[src/rtl/ifu_config.svh]
`ifndef IFU_CONFIG_SVH
`define IFU_CONFIG_SVH

// ======================================================================
// fetch unit build constants
// ======================================================================

// general register width
// also the width of every pc word
`define IFU_GRLEN 32

// boot address after reset
// one word, aligned to 4 bytes
`define IFU_PC_RESET 32'h1c00_0000

`endif

[src/rtl/ifu_pkg.sv]
`include "ifu_config.svh"

package ifu_pkg;

   // one pc word
   typedef logic [`IFU_GRLEN-1:0] pc_t;

   // redirect pulses from execute
   // each valid bit is high for a single cycle
   typedef struct packed {
      logic br_taken;
      pc_t  br_target;
      logic except;
      pc_t  eentry;
      logic ertn;
      pc_t  era;
   } redirect_t;

   // toward instruction memory
   typedef struct packed {
      logic req;
      pc_t  addr;
      logic cancel;
   } fetch_req_t;

   // back from instruction memory
   // valid alone marks the end of a fetch
   typedef struct packed {
      logic                  addr_ok;
      logic                  valid;
      logic [`IFU_GRLEN-1:0] rdata;
   } fetch_rsp_t;

   // fetch to decode
   typedef struct packed {
      logic        valid;
      pc_t         pc;
      logic [31:0] inst;
   } dec_out_t;

   // pcs of the later stages
   typedef struct packed {
      logic valid_e;
      pc_t  pc_e;
      pc_t  pc_w;
   } pc_pipe_t;

endpackage

[src/rtl/ifu_pc_sel.sv]
`timescale 1ns/1ps
`include "ifu_config.svh"

module ifu_pc_sel (
   input  logic               clk,
   input  logic               arst_n,
   input  ifu_pkg::pc_t       pc_init,
   input  ifu_pkg::redirect_t redir,
   input  logic               fetch_valid,
   input  logic               stall,
   output ifu_pkg::pc_t       pc_f,
   output ifu_pkg::pc_t       pc_bf
);
   import ifu_pkg::*;

   logic run;
   logic sel_init;
   logic sel_hold;
   pc_t  pc_inc;

   // goes high on the first edge after arst_n releases
   always_ff @(posedge clk or negedge arst_n) begin
      if (!arst_n) begin
         run <= 1'b0;
      end else begin
         run <= 1'b1;
      end
   end

   // boot pc until out of reset
   assign sel_init = ~run;

   // nothing returned yet or execute is busy
   assign sel_hold = ~fetch_valid | stall;

   // next sequential word
   // byte offset bits pass through
   assign pc_inc = {pc_f[`IFU_GRLEN-1:2] + 1'b1, pc_f[1:0]};

   // ======================================================================
   // next pc priority mux
   // ======================================================================

   // exception wins over stall
   // ertn and branch also override hold
   always_comb begin
      if (sel_init) begin
         pc_bf = pc_init;
      end else if (redir.except) begin
         pc_bf = redir.eentry;
      end else if (redir.ertn) begin
         pc_bf = redir.era;
      end else if (redir.br_taken) begin
         pc_bf = redir.br_target;
      end else if (sel_hold) begin
         pc_bf = pc_f;
      end else begin
         pc_bf = pc_inc;
      end
   end

   // fetch stage pc
   // loads pc_init on the clocks seen during reset
   always_ff @(posedge clk) begin
      pc_f <= pc_bf;
   end

endmodule

[src/rtl/ifu_fetch_req.sv]
`timescale 1ns/1ps

module ifu_fetch_req (
   input  logic clk,
   input  logic arst_n,
   input  logic stall,
   input  logic fetch_valid,
   output logic req
);

   logic run;
   logic req_bgn;
   logic req_end;
   logic req_in;
   logic req_q;

   // out of reset flag
   always_ff @(posedge clk or negedge arst_n) begin
      if (!arst_n) begin
         run <= 1'b0;
      end else begin
         run <= 1'b1;
      end
   end

   // new fetch only when execute can take it
   assign req_bgn = run & ~stall;

   // answer closes the fetch
   assign req_end = fetch_valid;

   // held while outstanding
   // dropped for the cycle of the answer
   assign req_in = (req_q | req_bgn) & ~req_end;

   always_ff @(posedge clk or negedge arst_n) begin
      if (!arst_n) begin
         req_q <= 1'b0;
      end else begin
         req_q <= req_in;
      end
   end

   // sole driver of the memory request
   assign req = req_in;

endmodule

[src/rtl/ifu_pc_pipe.sv]
`timescale 1ns/1ps

module ifu_pc_pipe (
   input  logic              clk,
   input  logic              arst_n,
   input  ifu_pkg::pc_t      pc_f,
   input  logic [31:0]       inst_f,
   input  logic              fetch_valid,
   input  logic              kill_f,
   input  logic              kill_d,
   input  logic              stall,
   output ifu_pkg::dec_out_t dec,
   output ifu_pkg::pc_pipe_t pipe
);
   import ifu_pkg::*;

   logic        valid_f_live;
   logic        valid_d;
   logic        valid_d_live;
   logic        valid_e;
   logic        pc_d_en;
   logic        pc_e_en;
   pc_t         pc_d;
   pc_t         pc_e;
   pc_t         pc_m;
   pc_t         pc_w;
   logic [31:0] inst_d;

   // fetch answer not on a killed path
   assign valid_f_live = fetch_valid & ~kill_f;

   // decode slot after branch or exception kill
   assign valid_d_live = valid_d & ~kill_d;

   // ======================================================================
   // valid and kill chain
   // ======================================================================

   always_ff @(posedge clk or negedge arst_n) begin
      if (!arst_n) begin
         valid_d <= 1'b0;
         valid_e <= 1'b0;
      end else if (stall) begin
         // stages frozen
         // a kill still empties the decode slot
         valid_d <= valid_d_live;
      end else begin
         valid_d <= valid_f_live;
         valid_e <= valid_d_live;
      end
   end

   // ======================================================================
   // pc and instruction registers
   // ======================================================================

   assign pc_d_en = valid_f_live & ~stall;
   assign pc_e_en = valid_d_live & ~stall;

   // fetch to decode
   always_ff @(posedge clk) begin
      if (pc_d_en) begin
         pc_d   <= pc_f;
         inst_d <= inst_f;
      end
   end

   // decode to execute
   always_ff @(posedge clk) begin
      if (pc_e_en) begin
         pc_e <= pc_d;
      end
   end

   // memory and writeback run every cycle
   // writeback pc feeds the debug port
   always_ff @(posedge clk) begin
      pc_m <= pc_e;
      pc_w <= pc_m;
   end

   assign dec.valid    = valid_d_live;
   assign dec.pc       = pc_d;
   assign dec.inst     = inst_d;

   assign pipe.valid_e = valid_e;
   assign pipe.pc_e    = pc_e;
   assign pipe.pc_w    = pc_w;

endmodule

[src/rtl/ifu_fdp.sv]
`timescale 1ns/1ps

module ifu_fdp (
   input  logic                clk,
   input  logic                arst_n,
   input  ifu_pkg::pc_t        pc_init,
   output ifu_pkg::fetch_req_t freq,
   input  ifu_pkg::fetch_rsp_t frsp,
   input  ifu_pkg::redirect_t  redir,
   input  logic                stall,
   output ifu_pkg::dec_out_t   dec,
   output ifu_pkg::pc_pipe_t   pipe
);
   import ifu_pkg::*;

   logic        fetch_valid;
   logic        kill_f;
   logic        kill_d;
   pc_t         pc_f;
   pc_t         pc_bf;
   logic [31:0] inst_f;

   assign fetch_valid = frsp.valid;

   // low word holds the instruction
   assign inst_f = frsp.rdata[31:0];

   // any redirect drops the fetch stage item
   assign kill_f = redir.br_taken | redir.except | redir.ertn;

   // ertn leaves the decode item alone
   assign kill_d = redir.br_taken | redir.except;

   // ======================================================================
   // next pc, request and pipeline
   // ======================================================================

   ifu_pc_sel u_pc_sel (
      .clk         (clk),
      .arst_n      (arst_n),
      .pc_init     (pc_init),
      .redir       (redir),
      .fetch_valid (fetch_valid),
      .stall       (stall),
      .pc_f        (pc_f),
      .pc_bf       (pc_bf)
   );

   ifu_fetch_req u_fetch_req (
      .clk         (clk),
      .arst_n      (arst_n),
      .stall       (stall),
      .fetch_valid (fetch_valid),
      .req         (freq.req)
   );

   ifu_pc_pipe u_pc_pipe (
      .clk         (clk),
      .arst_n      (arst_n),
      .pc_f        (pc_f),
      .inst_f      (inst_f),
      .fetch_valid (fetch_valid),
      .kill_f      (kill_f),
      .kill_d      (kill_d),
      .stall       (stall),
      .dec         (dec),
      .pipe        (pipe)
   );

   // memory sees the next pc in the same cycle
   assign freq.addr   = pc_bf;

   // pending answer is dropped on any redirect
   assign freq.cancel = kill_f;

endmodule

[src/rtl/ifu_top.sv]
`timescale 1ns/1ps

module ifu_top (
   input  logic                clk,
   input  logic                arst_n,
   input  ifu_pkg::pc_t        pc_init,
   output ifu_pkg::fetch_req_t freq,
   input  ifu_pkg::fetch_rsp_t frsp,
   input  ifu_pkg::redirect_t  redir,
   input  logic                stall,
   output ifu_pkg::dec_out_t   dec,
   output ifu_pkg::pc_pipe_t   pipe
);

   // ======================================================================
   // fetch datapath
   // ======================================================================

   // memory port, redirect and decode port all as structs
   ifu_fdp u_fdp (
      .clk     (clk),
      .arst_n  (arst_n),
      .pc_init (pc_init),
      .freq    (freq),
      .frsp    (frsp),
      .redir   (redir),
      .stall   (stall),
      .dec     (dec),
      .pipe    (pipe)
   );

endmodule

[config.mk]
export PLATFORM = sky130hd
export DESIGN_NAME = ifu_top
export DESIGN_NICKNAME = d
export VERILOG_FILES = /design/src/rtl/ifu_pkg.sv /design/src/rtl/ifu_pc_sel.sv /design/src/rtl/ifu_fetch_req.sv /design/src/rtl/ifu_pc_pipe.sv /design/src/rtl/ifu_fdp.sv /design/src/rtl/ifu_top.sv
export VERILOG_INCLUDE_DIRS = /design/src /design/src/rtl
export SDC_FILE = /design/constraint.sdc
export NUM_CORES = 1
export LEC_CHECK = 0
export ABC_AREA = 1
export BUFFER_PORTS_ARGS = -buffer_cell sky130_fd_sc_hd__buf_2
export CORE_ASPECT_RATIO = 1.25
export CORE_MARGIN = 8
export CORE_UTILIZATION = 30
export DETAILED_ROUTE_END_ITERATION = 12
export RECOVER_POWER = 25
export SYNTH_ARGS = -nofsm -noshare
export SYNTH_HDL_FRONTEND = slang
export SYNTH_SLANG_ARGS = --single-unit
export TNS_END_PERCENT = 10
[constraint.sdc]
create_clock -name clk -period 2.5 [get_ports clk]
set_input_delay 0.125 -clock clk [delete_from_list [all_inputs] [get_ports clk]]
set_output_delay 0.125 -clock clk [all_outputs]
set_load 0.02 [all_outputs]
==> run_results.csv, run 1 <==
group,metric,value,unit
floorplanning,dieWidth,155.4,um
floorplanning,core,24180,um2
clock_tree,cts-buffers-inserted,17,
global_route,grt_max_degree,43,
power,p_per_area,641.9,nW/um2
timing,finalSetupTns,0,ps
synthesis,syn_avg_cell_area,10.40,um2
power,p_leak,4.721,nW
floorplanning,io_pins,332,
route,vias_per_cell,4.306,
synthesis,synth_seq_cells,196,
timing,fin_crit,2345,ps
synthesis,synth_common_cells,"182 x nand2_1, 96 x dfxtp_1, 96 x edfxtp_1, 91 x nor2_1, 37 x a21oi_1",
setup_path,worstSetupPathType,"in2out",
clock_tree,clock-sinks,196,
floorplanning,rows,64,
finish,drive_gt1_frac,0.3790,
timing,hold_viol,0,
finish,final_nets,1272,
finish,finish.utilization,0.4393,
route,drt-initial-drc-count,234,
setup_path,cp_slowest_stage_delay,540,ps
route,drc,0,
power,ir_drop,0.4174,mV
route,wl_per_cell,16.08,um
floorplanning,start_util,0.3015,
setup_path,crit_top_cell,"buf_2",
route,ant_nets,0,
synthesis,async_reset_ff_frac,0.02041,
timing,rsz0062_at_grt,"false",
timing,relSlewSlack,0.6647,
setup_path,crit_buf_inv,3,
route,routed_wirelength,23.27,mm
timing,setup_viol,0,
synthesis,seq_area_frac_synth,0.6727,
synthesis,yosys.area.top_type_share,0.3954,
synthesis,synth.most_common_cell,"nand2_1",
clock_tree,clk_pin_slew,70,ps
synthesis,synth_cell_type_count,41,
timing,fmax,426.5,MHz
global_route,grt.overflow.total,0,
synthesis,post_synth_main_area_contributors,"edfxtp_1 40%, dfxtp_1 26%, nand2_1 9.4%, nor2_1 4.7%, a21oi_1 2.5%",
setup_path,slowest_stage,"dlygate4sd3_1",
timing,fin_crit_sh,0.9380,
floorplanning,die_area,29580,um2
setup_path,cp-start-kind,"input pin",
setup_path,cp_top_family,"buffers and inverters",
synthesis,synthesis.area,7291,um2
clock_tree,cts_buffer_depth,2,
route,drtPass1Iterations,4,
placement,io_buffers,330,
synthesis,yosysWarnings,0,
timing,worstMarginPinSlew,502.3,ps
setup_path,crit_required,2380,ps
clock_tree,htree_levels,4,
power,power,6.819,mW
synthesis,netlist_instances,701,
synthesis,synth-edff-count,96,
setup_path,end_kind,"primary output",
hold_path,hp-class,"in2reg",
job,maxCapViolCount,0,
timing,slew_viol_final,0,
synthesis,ys.flop_type,"edfxtp_1",
synthesis,syn_nets,870,
setup_path,crit_chain,"dlygate4sd3_1, buf_2, nand2_4, nor2_4, xor2_1, nand2_1, a21oi_1, nor2_1, o21ai_0, buf_2",
placement,hpwlAfterDp,17.97,mm
floorplanning,die_y,190.3,um
synthesis,post-synth-top-area-cell,"edfxtp_1",
clock_tree,cts-root-buf,"clkbuf_16",
clock_tree,insertion_delay,430,ps
placement,place_congestion,0.8844,
timing,finClkSkew,8.724,ps
global_route,grt_pass1_vias,6531,
global_route,grt_pass1_wl,34.98,mm
finish,syn_to_final_growth,45.72,%
setup_path,r2r_slack,250,ps
clock_tree,cts_tree,"done",
route,vias,6231,
setup_path,crit_fanout,13,
global_route,antenna_found_initial,1,
run_status,status,"complete, no violations",
global_route,grt_usage,0.1530,
setup_path,arrival,2220,ps
-- cell usage in the layout (no fill, tap or decap), drive strengths merged, types with 8 or more instances in the layout --
cell type    synthesis  final
o21ai               35     35
clkbuf              16     18
dlygate4sd3          0     71
buf                 14    341
inv                 28     34
nor2               105    105
nand3               30     30
clkinv               1     10
dfxtp               96     96
o211ai               8      8
edfxtp              96     96
xor2                 8      8
nand2              188    188
a21oi               37     37
-- state kept, by name (all words and copies together), names as in the netlist --
name / flops
u_fdp.u_pc_pipe.inst_d: 32
u_fdp.u_pc_pipe.pc_d: 32
u_fdp.u_pc_pipe.pc_e: 32
u_fdp.u_pc_pipe.pc_m: 32
u_fdp.u_pc_pipe.pc_w: 32
u_fdp.u_pc_sel.pc_f: 32
u_fdp.u_fetch_req.req_q: 1
u_fdp.u_pc_pipe.valid_d: 1
u_fdp.u_pc_pipe.valid_e: 1
u_fdp.u_pc_sel.run: 1
-- through the flow --
stage          hold WS [ps]  instances  cell area (um2)  worst slack [ps]
6_report              28.32       1447            10620             155.1
5_1_grt               26.28       1447            10620             2.992
4_1_cts               1.112       1446            10570             28.61
3_5_place_dp         -58.19       1342             9300             458.9
3_3_place_gp         -60.72       1342             9300             500.8
2_1_floorplan        -170.6        701             7298             125.0
-- what timing repair did --
item                                    CTS  global route
pin swaps                                 1             2
hold buffers                             71             0
hold endpoints to repair                 70             0
endpoints found under the setup margin    1            16
resized for setup                         1            23
buffers inserted                          1             0
-- logic make-up after synthesis --
group / share of synthesized area
flip-flops: 0.6727
adder cells (fa/ha/maj): 0.001716
other: 0.0005144
AND/OR/NAND/NOR: 0.2059
AO/OA/AOI/OAI: 0.06350
buffers and inverters: 0.03758
XOR/XNOR: 0.01802
-- layout make-up --
class	count	area, um2
Fill cell	2366	13560
Sequential cell	196	4923
Timing Repair Buffer	413	2466
Multi-Input combinational cell	446	2162
Clock buffer	17	425.4
Tap cell	330	412.9
Clock inverter	15	122.6
Inverter	29	108.9
Antenna cell	1	2.502
-- path summary, 6_finish.rpt --
kind                                          start                       end  depth (start not counted)
max                                        frsp[32]                   freq[6]                         10
min                                       redir[16]   u_fdp.u_pc_sel.pc_f[16]                          5
max reg2reg                  u_fdp.u_pc_sel.pc_f[2]   u_fdp.u_pc_sel.pc_f[24]                         13
min reg2reg                u_fdp.u_pc_pipe.pc_m[15]  u_fdp.u_pc_pipe.pc_w[15]                          0
max in group asynchronous                    arst_n   u_fdp.u_pc_pipe.valid_d                          2
min in group asynchronous                    arst_n   u_fdp.u_pc_pipe.valid_e                          2
-- layer usage --
metal | GRT usage | vias to the layer above | routed length, um
met1 | 0.1679 | 2830 | 9078
li1 | - | 3129 | -
met5 | 0 | - | 0
met3 | 0.04014 | 36 | 1564
met4 | 0.07292 | 0 | 651
met2 | 0.2708 | 236 | 11980
-- power by group --
part           switching, mW  total, mW  internal, mW
logic                  0.432      0.774         0.342
clock network           1.22       2.52          1.30
registers             0.0826       3.53          3.44
total                   1.73       6.82          5.09
-- tightest hold or removal path: stages --
cell,delay [ps]
buf_2,80
a21oi_1,50
nand2_1,60
nand2_1,40
nand2_1,70
Power figures use the tool's default switching activity.
==> run 2, diff against run 1 <==
--- a/config.mk
+++ b/config.mk
@@ -10,8 +10,9 @@
 export BUFFER_PORTS_ARGS = -buffer_cell sky130_fd_sc_hd__buf_2
 export CORE_ASPECT_RATIO = 1.25
 export CORE_MARGIN = 8
-export CORE_UTILIZATION = 30
+export CORE_UTILIZATION = 42
 export DETAILED_ROUTE_END_ITERATION = 12
+export PLACE_DENSITY = 0.76
 export RECOVER_POWER = 25
 export SYNTH_ARGS = -nofsm -noshare
 export SYNTH_HDL_FRONTEND = slang
==> run 2 against run 1 <==
Wire length down 3.2%; clock power up 11%; critical path type unchanged; combinational power about the same; sequential share of layout area up 0.24 points; first-iteration DRC count up 50%; highest routed layer unchanged; register-to-register slack about the same; critical path depth up 3; clock skew up 5.3 ps; power up 3.9%; utilization up 17 points; worst hold slack about the same; critical endpoint is now freq[30].
==> run_results.csv, run 2 (synthesized netlist as in run 1, its figures left out) <==
group,metric,value,unit
run_status,status,"complete, no violations",
floorplanning,start_util,0.4232,
clock_tree,cts-root-buf,"clkbuf_16",
setup_path,crit_fanout,13,
timing,finClkSkew,14.05,ps
power,p_int,5.242,mW
setup_path,r2r_slack,250,ps
route,ant_nets,0,
timing,fin_ws,132.4,ps
setup_path,cp_slowest_stage_delay,540,ps
power,power_frac_clock,0.393,
placement,hpwlAfterDp,16.99,mm
placement,io_buffers,330,
finish,finish.utilization,0.6126,
global_route,grt_pass1_wl,34.21,mm
floorplanning,die_y,163.3,um
power,power_frac_comb,0.109,
floorplanning,rows,54,
power,ir_drop,0.4135,mV
timing,slew_viol_final,0,
job,maxCapViolCount,0,
power,p_per_area,671.4,nW/um2
route,drt-initial-drc-count,352,
route,drc,0,
hold_path,min_from,"redir[61]",
timing,rsz0062_at_grt,"true",
setup_path,crit_chain,"dlygate4sd3_1, buf_2, nand2_4, inv_1, nand3_1, nor2_2, nand2_1, nand2_1, a21oi_1, o21ai_1, nand2_1, nand2_1, buf_2",
setup_path,crit_top_cell,"nand2_1",
clock_tree,clock-sinks,196,
clock_tree,cts-buffers-inserted,17,
timing,fmax,422.4,MHz
global_route,grt_pass1_vias,6447,
global_route,grt_usage,0.2013,
placement,placed_area,9155,um2
power,switching_share,0.2603,
power,p_sw,1.845,mW
finish,drive_gt1_frac,0.3728,
timing,fin_crit,2368,ps
global_route,grt_max_degree,43,
floorplanning,dieWidth,133.8,um
floorplanning,io_pins,332,
timing,setup_viol,0,
placement,place_congestion,0.9123,
global_route,antenna_found_initial,1,
setup_path,crit_required,2380,ps
power,seq_power_share,0.497,
clock_tree,clk_pin_slew,70,ps
setup_path,r2r-end,"u_fdp.u_pc_sel.pc_f[24]",
timing,relSlewSlack,0.5691,
hold_path,hp-class,"in2reg",
setup_path,arrival,2240,ps
hold_path,min_to,"u_fdp.u_pc_sel.pc_f[28]",
finish,syn_to_final_growth,44.77,%
power,power,7.087,mW
setup_path,r2r_start,"u_fdp.u_pc_sel.pc_f[3]",
setup_path,slowest_stage,"dlygate4sd3_1",
finish,fin_area,10560,um2
route,vias_per_cell,4.730,
global_route,grt.overflow.total,0,
clock_tree,cts_buffer_depth,2,
setup_path,worstSetupPathType,"in2out",
setup_path,r2r_cells,13,
route,vias,6343,
setup_path,end_kind,"primary output",
floorplanning,die_area,21860,um2
setup_path,cp-start-kind,"input pin",
clock_tree,cts_tree,"done",
route,drtPass1Iterations,5,
floorplanning,core,17230,um2
finish,final_cell_mix,"325 x buf_2, 182 x nand2_1, 96 x edfxtp_1",
finish,final_common_cell,"buf_2",
clock_tree,htree_levels,4,
route,wl_per_cell,16.80,um
clock_tree,insertion_delay,430,ps
power,p_leak,4.745,nW
placement,dp_slack,485.7,ps
hold_path,whs_path_depth,5,
timing,worstMarginPinSlew,645.4,ps
timing,fin_crit_sh,0.9470,
finish,final_nets,1272,
route,routed_wirelength,22.53,mm
timing,hold_viol,0,
==> run 2: cell type report <==
type	instances	area, um2
Clock buffer	17	425.4
Timing Repair Buffer	413	2454
Inverter	29	108.9
Fill cell	1410	6674
Antenna cell	1	2.502
Multi-Input combinational cell	446	2160
Tap cell	224	280.3
Sequential cell	196	4917
Clock inverter	15	207.7
==> run 2: layer usage <==
metal	part of all wire	up-vias	track usage
li1	-	3125	-
met1	0.38	2917	0.2147
met2	0.52	269	0.3628
met3	0.074	32	0.06092
met4	0.022	0	0.08286
met5	0	-	0
==> run 2: what timing repair did <==
item	CTS	global route
gates resized for setup	1	19
pin swaps	1	1
buffers inserted	1	0
setup endpoints to repair	1	20
hold endpoints to repair	68	0
hold buffers	71	0
==> run 2: through the flow <==
step | hold slack (ps) | cells | TNS, ps
after floorplan | -170.6 | 701 | 0
after global placement | -50.66 | 1236 | 0
after detailed placement | -47.28 | 1236 | 0
after CTS | 0.07408 | 1340 | 0
after global routing | 24.24 | 1341 | -115.0
final | 28.25 | 1341 | 0
==> run 2: power by group through the flow <==
stage / Clock [mW] / Combinational [mW] / Sequential [mW]
3_5_place_dp: 0 / 0.665 / 3.59
5_1_grt: 2.96 / 0.852 / 3.54
4_1_cts: 2.86 / 0.762 / 3.52
3_3_place_gp: 0 / 0.657 / 3.59
2_1_floorplan: 0 / 0.371 / 3.58
6_report: 2.79 / 0.775 / 3.53
==> run 2: worst max-delay path by stage <==
stage | start | endpoint | slack, ps | cells after the start
floorplan | redir[98] | u_fdp.u_pc_pipe.pc_e[0] | 130 | 4
global placement | u_fdp.u_pc_sel.pc_f[2] | freq[25] | 510 | 14
detailed placement | u_fdp.u_pc_sel.pc_f[2] | freq[25] | 490 | 14
CTS | u_fdp.u_pc_sel.pc_f[3] | freq[25] | 20 | 14
global route | u_fdp.u_pc_sel.pc_f[14] | freq[30] | -50 | 11
finish | frsp[32] | freq[30] | 130 | 13
==> run 2: worst max-delay path: cells and delay by family <==
kind | cells | cell delay, ps
AOI/OAI and AO/OA | 2 | 250
buffers and inverters | 4 | 1060
and+or+nand+nor | 7 | 790
